### src/msg_consts.svh
`ifndef MSG_CONSTS_SVH
`define MSG_CONSTS_SVH

// Fabric side widths
`define MSG_ADDR_W     32
`define MSG_DATA_W     64
`define MSG_NUM_W      15
`define MSG_STAT_W     10
`define MSG_TAG_W      4

// Load flow control
`define MSG_MAX_OUT    8

// Byte step between consecutive messages
`define MSG_STRIDE     8

// Register map
`define MSG_REG_IDX_W  3
`define MSG_REG_CTRL     3'd0
`define MSG_REG_ST_BASE  3'd1
`define MSG_REG_LD_BASE  3'd2
`define MSG_REG_STATUS   3'd3
`define MSG_REG_PASS     3'd4
`define MSG_REG_FAIL     3'd5

`endif

### src/msg_pkg.sv
`default_nettype none

`include "msg_consts.svh"

package msg_pkg;

  // Host side address and payload
  typedef logic [`MSG_ADDR_W-1:0]    msg_addr_t;
  typedef logic [`MSG_DATA_W-1:0]    msg_data_t;

  // Run length and statistics
  typedef logic [`MSG_NUM_W-1:0]     msg_num_t;
  typedef logic [`MSG_STAT_W-1:0]    msg_stat_t;

  // Load tag, wraps every 16 messages
  typedef logic [`MSG_TAG_W-1:0]     msg_tag_t;

  // Register bank access
  typedef logic [`MSG_REG_IDX_W-1:0] reg_idx_t;
  typedef logic [31:0]               reg_word_t;

  // Payload carried by the message at a given host address
  // Address in the upper half, its inverse in the lower half
  function automatic msg_data_t msg_pattern(input msg_addr_t addr);
    msg_pattern = {addr, ~addr};
  endfunction

endpackage

`default_nettype wire

### src/msg_throttle.sv
`timescale 1ns/1ns
`default_nettype none

module msg_throttle #(
  parameter logic [31:0] SEED = 32'hb105f00d
) (
  input  logic       fabric_clk,
  input  logic       arst_n,

  // Stall level, 0 never stalls, 7 stalls seven cycles in eight
  input  logic [2:0] back_pres,
  input  logic       halt,

  output logic       issue_en
);

  logic [31:0] lfsr;
  logic        feedback;

  // Taps 32, 22, 2, 1 for a maximal length sequence
  assign feedback = lfsr[31] ^ lfsr[21] ^ lfsr[1] ^ lfsr[0];

  // Free running, one step per cycle
  always_ff @(posedge fabric_clk or negedge arst_n) begin
    if (!arst_n) begin
      lfsr <= SEED;
    end else begin
      lfsr <= {lfsr[30:0], feedback};
    end
  end

  // Halt wins over the random pacing
  assign issue_en = !halt && (lfsr[2:0] >= back_pres);

endmodule

`default_nettype wire

### src/msg_regs.sv
`timescale 1ns/1ns
`default_nettype none

`include "msg_consts.svh"

module msg_regs
  import msg_pkg::*;
(
  input  logic      fabric_clk,
  input  logic      arst_n,

  // Register access strobes
  input  logic      reg_wr,
  input  reg_idx_t  reg_idx,
  input  reg_word_t reg_wdata,
  output reg_word_t reg_rdata,

  // Engine control
  output logic      st_start,
  output logic      ld_start,
  output msg_num_t  st_count,
  output msg_num_t  ld_count,
  output msg_addr_t st_base,
  output msg_addr_t ld_base,

  // Engine status
  input  logic      st_done,
  input  logic      ld_done,
  input  logic      order_error,
  input  msg_stat_t pass_count,
  input  msg_stat_t fail_count
);

  logic ctrl_wr;

  assign ctrl_wr = reg_wr && (reg_idx == `MSG_REG_CTRL);

  // Control word, counts and base addresses
  always_ff @(posedge fabric_clk or negedge arst_n) begin
    if (!arst_n) begin
      st_start <= 1'b0;
      ld_start <= 1'b0;
      st_count <= '0;
      ld_count <= '0;
      st_base  <= '0;
      ld_base  <= '0;
    end else begin
      // Start bits only live for one cycle
      st_start <= ctrl_wr && reg_wdata[0];
      ld_start <= ctrl_wr && reg_wdata[16];
      if (ctrl_wr) begin
        st_count <= reg_wdata[15:1];
        ld_count <= reg_wdata[31:17];
      end
      if (reg_wr && (reg_idx == `MSG_REG_ST_BASE)) begin
        st_base <= reg_wdata;
      end
      if (reg_wr && (reg_idx == `MSG_REG_LD_BASE)) begin
        ld_base <= reg_wdata;
      end
    end
  end

  // Readback mux, sampled every cycle
  always_ff @(posedge fabric_clk or negedge arst_n) begin
    if (!arst_n) begin
      reg_rdata <= '0;
    end else begin
      case (reg_idx)
        `MSG_REG_CTRL: begin
          // Start bits read as zero
          reg_rdata <= {ld_count, 1'b0, st_count, 1'b0};
        end
        `MSG_REG_ST_BASE: begin
          reg_rdata <= st_base;
        end
        `MSG_REG_LD_BASE: begin
          reg_rdata <= ld_base;
        end
        `MSG_REG_STATUS: begin
          reg_rdata <= {29'd0, order_error, ld_done, st_done};
        end
        `MSG_REG_PASS: begin
          reg_rdata <= {{(32-`MSG_STAT_W){1'b0}}, pass_count};
        end
        `MSG_REG_FAIL: begin
          reg_rdata <= {{(32-`MSG_STAT_W){1'b0}}, fail_count};
        end
        default: begin
          reg_rdata <= '0;
        end
      endcase
    end
  end

endmodule

`default_nettype wire

### src/msgst_engine.sv
`timescale 1ns/1ns
`default_nettype none

`include "msg_consts.svh"

module msgst_engine
  import msg_pkg::*;
(
  input  logic      fabric_clk,
  input  logic      arst_n,

  input  logic      st_start,
  input  msg_num_t  st_count,
  input  msg_addr_t st_base,
  input  logic      issue_en,

  // Store message strobe towards the fabric
  output logic      st_valid,
  output msg_addr_t st_addr,
  output msg_data_t st_data,
  output logic      st_done
);

  msg_num_t  remaining;
  msg_addr_t cur_addr;
  logic      busy;
  logic      issue;

  // A new start pulse takes priority over a pending issue
  assign issue = busy && issue_en && !st_start;

  always_ff @(posedge fabric_clk or negedge arst_n) begin
    if (!arst_n) begin
      busy      <= 1'b0;
      remaining <= '0;
      cur_addr  <= '0;
      st_valid  <= 1'b0;
      st_done   <= 1'b0;
    end else begin
      st_valid <= issue;
      if (st_start) begin
        busy      <= (st_count != '0);
        remaining <= st_count;
        cur_addr  <= st_base;
        // Empty run finishes at once
        st_done   <= (st_count == '0);
      end else begin
        if (issue) begin
          remaining <= remaining - 1'b1;
          cur_addr  <= cur_addr + msg_addr_t'(`MSG_STRIDE);
          busy      <= (remaining != msg_num_t'(1));
        end
        // busy already dropped, so this strobe was the last one
        if (st_valid && !busy) begin
          st_done <= 1'b1;
        end
      end
    end
  end

  // Message address and payload
  always_ff @(posedge fabric_clk) begin
    if (issue) begin
      st_addr <= cur_addr;
      st_data <= msg_pattern(cur_addr);
    end
  end

endmodule

`default_nettype wire

### src/msgld_engine.sv
`timescale 1ns/1ns
`default_nettype none

`include "msg_consts.svh"

module msgld_engine
  import msg_pkg::*;
(
  input  logic      fabric_clk,
  input  logic      arst_n,

  input  logic      ld_start,
  input  msg_num_t  ld_count,
  input  msg_addr_t ld_base,
  input  logic      issue_en,

  // Load request towards the fabric
  output logic      ld_valid,
  output msg_addr_t ld_addr,
  output msg_tag_t  ld_tag,

  // Load response, in issue order
  input  logic      rsp_valid,
  input  msg_data_t rsp_data,
  input  msg_tag_t  rsp_tag,

  output logic      ld_done,
  output logic      order_error,
  output msg_stat_t pass_count,
  output msg_stat_t fail_count
);

  localparam int OUT_W = $clog2(`MSG_MAX_OUT + 1);

  msg_num_t         issue_left;
  msg_num_t         rsp_left;
  msg_addr_t        issue_addr;
  msg_addr_t        exp_addr;
  msg_tag_t         issue_tag;
  msg_tag_t         exp_tag;
  logic [OUT_W-1:0] outstanding;
  logic             issue;
  logic             rsp_take;

  // Hold off issue while the outstanding limit is reached
  assign issue = (issue_left != '0) && issue_en && !ld_start &&
                 (outstanding < OUT_W'(`MSG_MAX_OUT));

  // Stray responses outside a run are dropped
  assign rsp_take = rsp_valid && (rsp_left != '0) && !ld_start;

  // Request sequencer
  always_ff @(posedge fabric_clk or negedge arst_n) begin
    if (!arst_n) begin
      issue_left <= '0;
      issue_addr <= '0;
      issue_tag  <= '0;
      ld_valid   <= 1'b0;
    end else begin
      ld_valid <= issue;
      if (ld_start) begin
        issue_left <= ld_count;
        issue_addr <= ld_base;
        issue_tag  <= '0;
      end else if (issue) begin
        issue_left <= issue_left - 1'b1;
        issue_addr <= issue_addr + msg_addr_t'(`MSG_STRIDE);
        issue_tag  <= issue_tag + 1'b1;
      end
    end
  end

  always_ff @(posedge fabric_clk) begin
    if (issue) begin
      ld_addr <= issue_addr;
      ld_tag  <= issue_tag;
    end
  end

  // Loads in flight
  always_ff @(posedge fabric_clk or negedge arst_n) begin
    if (!arst_n) begin
      outstanding <= '0;
    end else if (ld_start) begin
      outstanding <= '0;
    end else if (issue && !rsp_take) begin
      outstanding <= outstanding + 1'b1;
    end else if (!issue && rsp_take) begin
      outstanding <= outstanding - 1'b1;
    end
  end

  // Response checker, expected address follows the expected tag sequence
  always_ff @(posedge fabric_clk or negedge arst_n) begin
    if (!arst_n) begin
      rsp_left    <= '0;
      exp_addr    <= '0;
      exp_tag     <= '0;
      ld_done     <= 1'b0;
      order_error <= 1'b0;
      pass_count  <= '0;
      fail_count  <= '0;
    end else if (ld_start) begin
      rsp_left    <= ld_count;
      exp_addr    <= ld_base;
      exp_tag     <= '0;
      ld_done     <= (ld_count == '0);
      order_error <= 1'b0;
      pass_count  <= '0;
      fail_count  <= '0;
    end else if (rsp_take) begin
      rsp_left <= rsp_left - 1'b1;
      exp_addr <= exp_addr + msg_addr_t'(`MSG_STRIDE);
      exp_tag  <= exp_tag + 1'b1;
      if (rsp_data == msg_pattern(exp_addr)) begin
        pass_count <= pass_count + 1'b1;
      end else begin
        fail_count <= fail_count + 1'b1;
      end
      // Sticky until the next start
      if (rsp_tag != exp_tag) begin
        order_error <= 1'b1;
      end
      if (rsp_left == msg_num_t'(1)) begin
        ld_done <= 1'b1;
      end
    end
  end

endmodule

`default_nettype wire

### src/msg_traffic_top.sv
`timescale 1ns/1ns
`default_nettype none

`include "msg_consts.svh"

module msg_traffic_top
  import msg_pkg::*;
(
  input  logic       fabric_clk,
  input  logic       arst_n,

  // Register access
  input  logic       reg_wr,
  input  reg_idx_t   reg_idx,
  input  reg_word_t  reg_wdata,
  output reg_word_t  reg_rdata,

  // Throttle control
  input  logic [2:0] back_pres,
  input  logic       halt,

  // Store messages
  output logic       st_valid,
  output msg_addr_t  st_addr,
  output msg_data_t  st_data,

  // Load requests and responses
  output logic       ld_valid,
  output msg_addr_t  ld_addr,
  output msg_tag_t   ld_tag,
  input  logic       rsp_valid,
  input  msg_data_t  rsp_data,
  input  msg_tag_t   rsp_tag
);

  logic      st_start;
  logic      ld_start;
  msg_num_t  st_count;
  msg_num_t  ld_count;
  msg_addr_t st_base;
  msg_addr_t ld_base;
  logic      st_done;
  logic      ld_done;
  logic      order_error;
  msg_stat_t pass_count;
  msg_stat_t fail_count;
  logic      issue_en;

  msg_regs u_regs (
    .fabric_clk  (fabric_clk),
    .arst_n      (arst_n),
    .reg_wr      (reg_wr),
    .reg_idx     (reg_idx),
    .reg_wdata   (reg_wdata),
    .reg_rdata   (reg_rdata),
    .st_start    (st_start),
    .ld_start    (ld_start),
    .st_count    (st_count),
    .ld_count    (ld_count),
    .st_base     (st_base),
    .ld_base     (ld_base),
    .st_done     (st_done),
    .ld_done     (ld_done),
    .order_error (order_error),
    .pass_count  (pass_count),
    .fail_count  (fail_count)
  );

  msgst_engine u_msgst (
    .fabric_clk (fabric_clk),
    .arst_n     (arst_n),
    .st_start   (st_start),
    .st_count   (st_count),
    .st_base    (st_base),
    .issue_en   (issue_en),
    .st_valid   (st_valid),
    .st_addr    (st_addr),
    .st_data    (st_data),
    .st_done    (st_done)
  );

  msgld_engine u_msgld (
    .fabric_clk  (fabric_clk),
    .arst_n      (arst_n),
    .ld_start    (ld_start),
    .ld_count    (ld_count),
    .ld_base     (ld_base),
    .issue_en    (issue_en),
    .ld_valid    (ld_valid),
    .ld_addr     (ld_addr),
    .ld_tag      (ld_tag),
    .rsp_valid   (rsp_valid),
    .rsp_data    (rsp_data),
    .rsp_tag     (rsp_tag),
    .ld_done     (ld_done),
    .order_error (order_error),
    .pass_count  (pass_count),
    .fail_count  (fail_count)
  );

  // Shared pacing for both engines
  msg_throttle #(
    .SEED (32'hb105f00d)
  ) u_throttle (
    .fabric_clk (fabric_clk),
    .arst_n     (arst_n),
    .back_pres  (back_pres),
    .halt       (halt),
    .issue_en   (issue_en)
  );

endmodule

`default_nettype wire

### config.mk
export PLATFORM = sky130hd
export DESIGN_NAME = msg_traffic_top
export DESIGN_NICKNAME = d
export VERILOG_FILES = /design/src/msg_pkg.sv /design/src/msg_throttle.sv /design/src/msg_regs.sv /design/src/msgst_engine.sv /design/src/msgld_engine.sv /design/src/msg_traffic_top.sv
export VERILOG_INCLUDE_DIRS = /design/src
export SDC_FILE = /design/constraint.sdc
export NUM_CORES = 1
export LEC_CHECK = 0
export BUFFER_PORTS_ARGS = -buffer_cell sky130_fd_sc_hd__buf_4
export CAP_MARGIN = 10
export CORE_MARGIN = 5
export CORE_UTILIZATION = 52
export CTS_BUF_LIST = sky130_fd_sc_hd__clkbuf_16
export CTS_CLUSTER_SIZE = 25
export DETAILED_ROUTE_END_ITERATION = 10
export GPL_ROUTABILITY_DRIVEN = 0
export PLACE_DENSITY = 0.75
export SETUP_SLACK_MARGIN = 0.02
export SLEW_MARGIN = 15
export SYNTH_ARGS = -nofsm -noshare
export SYNTH_HDL_FRONTEND = slang
export SYNTH_HIERARCHICAL = 1
export SYNTH_SLANG_ARGS = --single-unit
### constraint.sdc
create_clock -name fabric_clk -period 4.8 [get_ports fabric_clk]
set_clock_uncertainty 0.05 [all_clocks]
set_input_delay 0.48 -clock fabric_clk [delete_from_list [all_inputs] [get_ports fabric_clk]]
set_output_delay 0.48 -clock fabric_clk [all_outputs]
set_load 0.05 [all_outputs]
==> results of run 1 <==
==> per-layer routing <==
| metal | up-vias | wire length, um | part of all wire |
|---|---|---|---|
| met5 | - | 0 | 0 |
| met4 | 0 | 1030 | 0.020 |
| met3 | 64 | 2880 | 0.055 |
| met2 | 483 | 26900 | 0.51 |
| met1 | 7327 | 21500 | 0.41 |
| li1 | 6595 | - | - |
==> through the flow <==
| stage | std cells | instance area (um2) | util | hold WS [ns] | power (W) |
|---|---|---|---|---|---|
| floorplan | 1737 | 20500 | - | 0.134 | 0.00711 |
| global placement | 2425 | 22600 | 0.583 | 0.287 | 0.00788 |
| detailed placement | 2425 | 22600 | 0.583 | 0.285 | 0.00801 |
| CTS | 2508 | 24100 | 0.621 | 0.0594 | 0.0116 |
| global route | 2510 | 24100 | 0.621 | 0.0701 | 0.0121 |
| finish | 2510 | 24100 | 0.621 | 0.0922 | 0.0115 |
==> registers in the layout, summed over array words and instances (netlist names), 10 cells and up <==
| register | flops |
|---|---|
| u_msgld/exp_addr | 32 |
| u_msgld/issue_addr | 32 |
| u_msgld/ld_addr | 32 |
| u_msgst/cur_addr | 32 |
| u_msgst/st_addr | 32 |
| u_msgst/st_data | 32 |
| u_regs/ld_base | 32 |
| u_regs/reg_rdata | 32 |
| u_regs/st_base | 32 |
| u_throttle/lfsr | 32 |
| u_msgld/issue_left | 15 |
| u_msgld/rsp_left | 15 |
| u_msgst/remaining | 15 |
| u_regs/ld_count | 15 |
| u_regs/st_count | 15 |
| u_msgld/fail_count | 10 |
| u_msgld/pass_count | 10 |
==> power groups by stage <==
stage	combinational (W)	sequential (W)	clock, W
3_3_place_gp	0.00225	0.00563	0
4_1_cts	0.00237	0.00562	0.00358
2_1_floorplan	0.00163	0.00548	0
6_report	0.00236	0.00563	0.00351
3_5_place_dp	0.00234	0.00567	0
5_1_grt	0.00261	0.00572	0.00374
==> placed cells by master, fill, tap and decap left out, drive strengths merged, types with 5 or more instances in the layout <==
master	synthesis	routed
a211oi	5	5
a21boi	10	10
a21oi	55	55
a31oi	22	22
and2	8	8
and3	18	18
and3b	14	14
and4	9	9
buf	66	291
bufinv	0	5
clkbuf	55	47
clkinv	1	19
dfrtp	326	326
dfstp	13	13
edfxtp	100	100
ha	17	17
inv	64	74
mux2	186	186
mux2i	13	13
nand2	141	141
nand2b	7	7
nand3	50	50
nand4	52	52
nor2	90	90
nor2b	21	21
nor3	35	35
nor3b	13	13
nor4	28	28
o21a	6	6
o21ai	55	55
o22ai	5	5
o31ai	15	15
or3	16	16
or4	16	16
xnor2	77	77
xor2	72	72
==> final timing paths <==
path                                                  from                                  to  cells past startpoint
setup / recovery           u_msgld/rsp_left[4]$_DFFE_PN0P_  u_msgld/outstanding[3]$_DFFE_PN0P_                     10
hold / removal                               reg_wdata[16]           u_regs/ld_start$_DFF_PN0_                      2
setup reg to reg           u_msgld/rsp_left[4]$_DFFE_PN0P_  u_msgld/outstanding[3]$_DFFE_PN0P_                     10
hold reg to reg              u_throttle/lfsr[20]$_DFF_PN0_       u_throttle/lfsr[21]$_DFF_PN0_                      0
max in group asynchronous                           arst_n       u_throttle/lfsr[30]$_DFF_PN0_                      3
min in group asynchronous                           arst_n      u_msgld/exp_tag[3]$_DFFE_PN0P_                      2
==> area by class of cell <==
cell class | instances | area, um2
fillers | 3057 | 14700
well taps | 518 | 648
clock buffers | 47 | 1180
inverters | 65 | 244
repair buffers | 292 | 2230
clock inverters | 35 | 303
diodes | 2 | 5.00
multi-input cells | 1112 | 8020
flip-flops and latches | 439 | 11500
==> logic make-up (layout without fill, tap and decap cells) <==
| family | count (synthesis) | count (layout) |
|---|---|---|
| simple gates | 536 | 536 |
| flops | 439 | 439 |
| compound gates | 210 | 210 |
| mux | 199 | 199 |
| buf+inv | 186 | 439 |
| xor+xnor | 149 | 149 |
| fa+ha+maj | 18 | 18 |
| other cells | 0 | 2 |
==> impl_metrics.json, run 1 <==
{
  "yosysSeqAreaShare": 0.562,
  "synth_edf_count": 100,
  "synthTopCellsByArea": "dfrtp_1, edfxtp_1, mux2_2, xnor2_1, xor2_1",
  "slowest_delay_ns": 0.62,
  "cts.clk_slew.worst_paths_ns": 0.06,
  "crit_slowest_cell": "nand2_1",
  "die_w_um": 208,
  "grt.overflow.total": 0,
  "areaGrowthSynthToFinish_pct": 17.9,
  "synthMuxAreaShare": 0.109,
  "timing.fmax_ghz": 0.284,
  "post_cts_buffers": 0,
  "port_buffers": 276,
  "reg2reg_slack_ns": 1.28,
  "vias": 14469,
  "setup-violations-final": 0,
  "synth_nets": 1866,
  "pwr-share-clk": 0.305,
  "synthFlopType": "dfrtp_1",
  "postSynthCellCount": 1737,
  "intPower_w": 0.00782,
  "first_global_vias": 14563,
  "ant_nets": 0,
  "grt_util_met3": 0.0398,
  "grt_max_degree": 115,
  "setup_tns_ns": 0,
  "clock_latency_ns": 0.58,
  "synthSimpleGateAreaFrac": 0.140,
  "cts_sinks": 439,
  "worst-setup-path-type": "flip-flop to flip-flop",
  "worstSetupStartpointType": "flip-flop",
  "hp-class": "input port to flip-flop",
  "worst-path-max-fanout": 14,
  "max-clock-path-buffers": 3,
  "yosysTopAreaCellShare": 0.399,
  "post_synth_xor_area_fraction": 0.0647,
  "slew_headroom": 0.299,
  "tightestPinTransition_ns": 1.04,
  "setup_ws_ns": 1.28,
  "drv_slew": 0,
  "cts_resized": 0,
  "crit_arrival_ns": 3.94,
  "dp_hpwl_mm": 36.6,
  "swShare": 0.320,
  "status": "complete, no violations",
  "synthAdderAreaFrac": 0.0114,
  "place_ws_ns": 1.34,
  "yosysTopAreaCell": "dfrtp_1",
  "grt_busiest_layer": "met2",
  "grt_pass1_wl_mm": 82.2,
  "crit_buf_inv": 0,
  "die_height_um": 208,
  "cts_hold_buf": 1,
  "drtIter0Drc": 1206,
  "final_nets": 2084,
  "dieArea_um2": 43400,
  "post-route-min-period_ns": 3.52,
  "maxCapViolCount": 0,
  "synth_top_family_by_area": "simple AND/OR/NAND/NOR gates",
  "crit_chain": "nor4_1 -> nand4_1 -> nand2_1 -> nand2_1 -> ha_1 -> a21o_1 -> a21o_1 -> nor3_1 -> a22oi_1 -> a21oi_1",
  "ir_drop_mv": 0.319,
  "placement_rows": 72,
  "critPathCaptureType": "flip-flop",
  "cts_tree": "yes",
  "dr.pass1.iters": 8,
  "numCtsBuffers": 45,
  "synthTopCellsByCount": "dfrtp_1, mux2_2, nand2_1",
  "comb_power_share": 0.205,
  "pwr_density_cell_nw_per_um2": 476,
  "coreArea_um2": 38800,
  "drive_gt1_frac": 0.289,
  "synth_compound_area_frac": 0.0648,
  "ys_warn_count": 6,
  "h-tree-depth": 2,
  "cts_root_buf": "clkbuf_16",
  "detail_route.wirelength_mm": 52.3,
  "finalCritPeriodShare": 0.733,
  "met2_usage": 0.401,
  "cp.required_ns": 5.22,
  "ys_seq_elements": 439,
  "drc_errors": 0,
  "crit_family": "simple AND/OR/NAND/NOR gates",
  "grtUsageMet1": 0.313,
  "hold_viol_final": 0,
  "grt_use_total": 0.234,
  "initial_utilization": 0.527,
  "synth_most_common_cell": "dfrtp_1",
  "p_switching_w": 0.00368,
  "rsz0062_at_grt": "no",
  "ys_types": 82,
  "via_per_inst": 5.76,
  "avgSynthCellArea_um2": 11.8,
  "ioPinCount": 277,
  "syn_area_um2": 20500,
  "seq_power_share": 0.490,
  "synthArstFlopShare": 0.772,
  "routedWlPerCell_um": 20.8,
  "p_leak_nw": 10.3,
  "grt_antenna_before_repair": 2
}
(Power assumes the default switching activity.)
==> run 2: changes to the inputs <==
--- a/config.mk
+++ b/config.mk
@@ -9,12 +9,12 @@
 export BUFFER_PORTS_ARGS = -buffer_cell sky130_fd_sc_hd__buf_4
 export CAP_MARGIN = 10
 export CORE_MARGIN = 5
-export CORE_UTILIZATION = 52
+export CORE_UTILIZATION = 58
 export CTS_BUF_LIST = sky130_fd_sc_hd__clkbuf_16
 export CTS_CLUSTER_SIZE = 25
 export DETAILED_ROUTE_END_ITERATION = 10
 export GPL_ROUTABILITY_DRIVEN = 0
-export PLACE_DENSITY = 0.75
+export PLACE_DENSITY = 0.79
 export SETUP_SLACK_MARGIN = 0.02
 export SLEW_MARGIN = 15
 export SYNTH_ARGS = -nofsm -noshare
==> constraint.sdc (replaced) <==
create_clock -name fabric_clk -period 3.6 [get_ports fabric_clk]
set_clock_uncertainty 0.05 [all_clocks]
set_input_delay 0.36 -clock fabric_clk [delete_from_list [all_inputs] [get_ports fabric_clk]]
set_output_delay 0.36 -clock fabric_clk [all_outputs]
set_load 0.05 [all_outputs]
==> run 2 against run 1 <==
Net effect: routed wire length fell by 1.0%; combinational power rose by 35%; sequential power rose by 33%; critical path type unchanged.
==> impl_metrics.json, run 2 (same netlist as run 1, synthesis figures left out) <==
{
  "tightestPinTransition_ns": 1.18,
  "worst-path-max-fanout": 6,
  "pwr_density_cell_nw_per_um2": 633,
  "cts.clk_slew.worst_paths_ns": 0.06,
  "min_path_cells": 2,
  "r2r-start": "u_msgld/issue_left[3]$_DFFE_PN0N_",
  "utilization": 0.696,
  "mostFrequentLayoutCells": "dfrtp_1, buf_4, mux2_2",
  "port_buffers": 276,
  "setup-violations-final": 0,
  "worstSetupStartpointType": "flip-flop",
  "ir_drop_mv": 0.381,
  "maxCapViolCount": 0,
  "fin_hold_ws_ns": 0.0190,
  "h-tree-depth": 2,
  "crit_chain": "or4_4 -> or4b_1 -> o21ai_4 -> nor2_4 -> nand2_2 -> ha_4 -> a21o_1 -> a21o_1 -> nor3_1 -> a22oi_1 -> a21oi_1",
  "grt_use_total": 0.257,
  "finalCritPeriodShare": 0.882,
  "final_nets": 2093,
  "hold_viol_final": 0,
  "wl_met2_mm": 26.5,
  "drtIter0Drc": 1320,
  "hp-start": "reg_wdata[13]",
  "via_per_inst": 5.91,
  "final_common_cell": "dfrtp_1",
  "ioPinCount": 277,
  "dpl.cell_count": 2370,
  "die_w_um": 198,
  "cp.required_ns": 4.00,
  "finalNonFillerCells": 2456,
  "slew_headroom": 0.212,
  "dp_hpwl_mm": 36.4,
  "hp-class": "input port to flip-flop",
  "grt.overflow.total": 0,
  "vias": 14509,
  "rsz0062_at_grt": "no",
  "clock_latency_ns": 0.53,
  "status": "complete, no violations",
  "cts_root_buf": "clkbuf_16",
  "first_global_vias": 14454,
  "worst-setup-path-type": "flip-flop to flip-flop",
  "critPathCaptureType": "flip-flop",
  "wl_met1_mm": 21.1,
  "max-clock-path-buffers": 3,
  "cts_tree": "yes",
  "grt_antenna_before_repair": 1,
  "grt_max_degree": 105,
  "n_fill_cell": 2560,
  "dr.pass1.iters": 5,
  "post-route-min-period_ns": 3.17,
  "dieArea_um2": 39100,
  "cts_sinks": 439,
  "drive_gt1_frac": 0.296,
  "slowest_delay_ns": 0.69,
  "post_cts_buffers": 0,
  "cts_resized": 0,
  "dr_wl_met3_mm": 2.78,
  "drv_slew": 0,
  "grt_pass1_wl_mm": 80.4,
  "top_layer": "met4",
  "die_height_um": 198,
  "crit_top_cell": "a21o_1",
  "startpoint": "u_msgld/issue_left[3]$_DFFE_PN0N_",
  "crit_arrival_ns": 3.57,
  "detail_route.wirelength_mm": 51.7,
  "timing.fmax_ghz": 0.315,
  "reg2reg_depth": 11,
  "ant_nets": 0,
  "drc_errors": 0,
  "areaGrowthSynthToFinish_pct": 18.0,
  "routedWlPerCell_um": 21.1,
  "p_leak_nw": 10.4,
  "initial_utilization": 0.589,
  "placement_rows": 68,
  "numCtsBuffers": 45,
  "coreArea_um2": 34700,
  "crit_slowest_cell": "or4b_1"
}
## run 2: critical path, delay by kind of cell, from the launching register on
kind	cells	cell delay (ns)
AO/OA/AOI/OAI	5	0.83
adder cells (fa/ha/maj)	1	0.20
flip-flops	1	0.42
AND/OR/NAND/NOR	5	1.59
## run 2: path summary, 6_finish.rpt
kind	end	slack, ns
worst min register to register	u_throttle/lfsr[18]$_DFF_PN1_	0.29
worst max-delay path	u_msgld/outstanding[3]$_DFFE_PN0P_	0.43
worst max register to register	u_msgld/outstanding[3]$_DFFE_PN0P_	0.43
min in group asynchronous	u_msgld/exp_tag[3]$_DFFE_PN0P_	0.36
max in group asynchronous	u_msgld/issue_addr[27]$_DFFE_PN0N_	2.10
worst min-delay path	u_regs/st_count[12]$_DFFE_PN0P_	0.02
## run 2: what timing repair did
| action | 4_1_cts | 5_1_grt |
|---|---|---|
| endpoints found under the hold margin | 99 | 0 |
| setup endpoints to repair | 0 | 0 |
| hold buffers | 2 | 0 |
## run 2: final cells by class
type                            instances  area, um2  area share
Sequential cell                       439      11500       0.476
Tap cell                              455        569      0.0236
Clock buffer                           45       1130      0.0466
Timing Repair Buffer                  301       2320      0.0962
Antenna cell                            1       2.50    0.000104
Clock inverter                         38        332      0.0137
Multi-Input combinational cell       1112       8050       0.333
Inverter                               65        244      0.0101
## run 2: power by group
part,internal (W),switching (W)
Sequential,0.00619,0.00132
Clock,0.00271,0.00188
Combinational,0.00153,0.00166
## run 2: through the flow
stage | worst slack (ns) | total power (W) | setup TNS (ns) | instance area, um2
after detailed placement | 0.525 | 0.0107 | 0 | 22700
after floorplan | -0.00891 | 0.00950 | -0.00891 | 20500
after CTS | 0.437 | 0.0153 | 0 | 24100
after global placement | 0.568 | 0.0105 | 0 | 22700
after global routing | 0.351 | 0.0160 | 0 | 24100
final | 0.426 | 0.0153 | 0 | 24100
## run 2: per-layer routing
layer | vias up | GRT usage
li1 | 6620 | -
met1 | 7292 | 0.350
met2 | 501 | 0.442
met3 | 96 | 0.0284
met4 | 0 | 0.0729
met5 | - | 0
==> run 3: changes to the inputs <==
--- a/config.mk
+++ b/config.mk
@@ -13,7 +13,7 @@
 export CTS_BUF_LIST = sky130_fd_sc_hd__clkbuf_16
 export CTS_CLUSTER_SIZE = 25
 export DETAILED_ROUTE_END_ITERATION = 10
-export GPL_ROUTABILITY_DRIVEN = 0
+export MAX_ROUTING_LAYER = met4
 export PLACE_DENSITY = 0.79
 export SETUP_SLACK_MARGIN = 0.02
 export SLEW_MARGIN = 15
==> run 3 against run 2 <==
Net effect: critical path depth stayed put; final cell count is 0.73% higher; global-route usage is 1.1 points higher; clock-buffer cell count is 1 higher.
==> impl_metrics.json, run 3 (same netlist as run 1, synthesis figures left out) <==
{
  "status": "complete, no violations",
  "rsz0062_at_grt": "no",
  "initial_utilization": 0.589,
  "grt.overflow.total": 0,
  "post-route-min-period_ns": 3.15,
  "dieArea_um2": 39100,
  "timing.fmax_ghz": 0.318,
  "slowest_delay_ns": 0.69,
  "p_leak_nw": 10.5,
  "n_fill_cell": 2488,
  "grt_antenna_before_repair": 1,
  "hp-class": "input port to flip-flop",
  "fin_area_um2": 24400,
  "final_common_cell": "dfrtp_1",
  "hold_viol_final": 0,
  "drive_gt1_frac": 0.291,
  "max-clock-path-buffers": 3,
  "ant_nets": 0,
  "wl_met2_mm": 26.7,
  "drtIter0Drc": 1281,
  "crit_top_cell": "a21o_1",
  "setup-violations-final": 0,
  "cts_tree": "yes",
  "ioPinCount": 277,
  "areaGrowthSynthToFinish_pct": 19.0,
  "port_buffers": 276,
  "postPlaceCellArea_um2": 22700,
  "tightestPinTransition_ns": 1.03,
  "cts_root_buf": "clkbuf_16",
  "routedWlPerCell_um": 20.9,
  "numCtsBuffers": 45,
  "die_w_um": 198,
  "place_ws_ns": 0.483,
  "top_layer": "met4",
  "cts_resized": 0,
  "worst-setup-path-type": "flip-flop to flip-flop",
  "clock_latency_ns": 0.56,
  "vias": 14622,
  "coreArea_um2": 34700,
  "die_height_um": 198,
  "dp_hpwl_mm": 36.1,
  "ir_drop_mv": 0.409,
  "wl_met1_mm": 20.8,
  "mostFrequentLayoutCells": "dfrtp_1, buf_4, mux2_2",
  "crit_chain": "or4_4 -> or4b_1 -> o21ai_4 -> nor2_4 -> nand2_2 -> ha_4 -> a21o_1 -> a21o_1 -> nor3_1 -> a22oi_1 -> a21oi_1",
  "critPathCaptureType": "flip-flop",
  "via_per_inst": 5.91,
  "finalCritPeriodShare": 0.875,
  "final_nets": 2110,
  "cts_sinks": 439,
  "crit_arrival_ns": 3.58,
  "cts.clk_slew.worst_paths_ns": 0.06,
  "slew_headroom": 0.310,
  "maxCapViolCount": 0,
  "cp.required_ns": 4.03,
  "post_cts_buffers": 0,
  "dr_wl_met3_mm": 2.79,
  "drv_slew": 0,
  "dr.pass1.iters": 6,
  "grt_use_total": 0.268,
  "h-tree-depth": 2,
  "drc_errors": 0,
  "worst-path-max-fanout": 6,
  "placement_rows": 68,
  "routabilityCongestion": 0.888,
  "crit_slowest_cell": "or4b_1",
  "grt_pass1_wl_mm": 81.3,
  "setup_ws_ns": 0.451,
  "grt_max_degree": 100,
  "worstSetupStartpointType": "flip-flop",
  "first_global_vias": 14579,
  "detail_route.wirelength_mm": 51.7,
  "pwr_density_cell_nw_per_um2": 629
}
run 3: power by group:
| group | total [W] | leakage, nW | internal, W | switching (W) |
|---|---|---|---|---|
| clock network | 0.00463 | 0.770 | 0.00269 | 0.00194 |
| registers | 0.00749 | 5.04 | 0.00619 | 0.00131 |
| logic | 0.00319 | 4.65 | 0.00154 | 0.00165 |
| total | 0.0153 | 10.5 | 0.0104 | 0.00490 |
run 3: area by class of cell:
| type | count | area (um2) | area share |
|---|---|---|---|
| Tap cell | 455 | 569 | 0.0234 |
| Inverter | 65 | 244 | 0.0100 |
| Clock buffer | 46 | 1150 | 0.0473 |
| Antenna cell | 1 | 2.50 | 0.000103 |
| Timing Repair Buffer | 318 | 2510 | 0.103 |
| Clock inverter | 38 | 330 | 0.0136 |
| Sequential cell | 439 | 11500 | 0.472 |
| Multi-Input combinational cell | 1112 | 8050 | 0.330 |
run 3: critical path, delay by kind of cell (launching register included):
family | cells | cell delay (ns)
AOI/OAI and AO/OA | 5 | 0.82
adders and majority gates | 1 | 0.20
DFF | 1 | 0.43
and+or+nand+nor | 5 | 1.57
run 3: path summary, 6_finish.rpt:
| path | start | end | slack (ns) | cells after the start |
|---|---|---|---|---|
| min reg2reg | u_throttle/lfsr[9]$_DFF_PN0_ | u_throttle/lfsr[10]$_DFF_PN0_ | 0.29 | 0 |
| max in group asynchronous | arst_n | u_regs/reg_rdata[23]$_DFF_PN0_ | 2.16 | 3 |
| max reg2reg | u_msgld/issue_left[3]$_DFFE_PN0N_ | u_msgld/outstanding[3]$_DFFE_PN0P_ | 0.45 | 11 |
| min | reg_wdata[23] | u_regs/ld_count[6]$_DFFE_PN0P_ | 0.02 | 2 |
| min in group asynchronous | arst_n | u_msgld/exp_tag[3]$_DFFE_PN0P_ | 0.34 | 2 |
| max | u_msgld/issue_left[3]$_DFFE_PN0N_ | u_msgld/outstanding[3]$_DFFE_PN0P_ | 0.45 | 11 |
run 3: layer usage:
metal	up-vias	GRT usage
met2	525	0.444
met3	88	0.0296
li1	6654	-
met4	0	0.0775
met5	-	-
met1	7355	0.354
run 3: per-stage QoR:
step	cells	total power, W	hold WS [ns]	setup TNS [ns]	util
detailed placement	2369	0.0107	0.285	0	0.653
global route	2474	0.0161	0.00107	0	0.702
CTS	2472	0.0154	0.000187	0	0.701
global placement	2369	0.0105	0.284	0	0.653
finish	2474	0.0153	0.0222	0	0.702
floorplan	1737	0.00950	0.0144	-0.00891	-
run 3: repair_timing:
item                                    4_1_cts  5_1_grt
hold buffers                                 19        1
hold endpoints to repair                    118        1
endpoints found under the setup margin        0        0
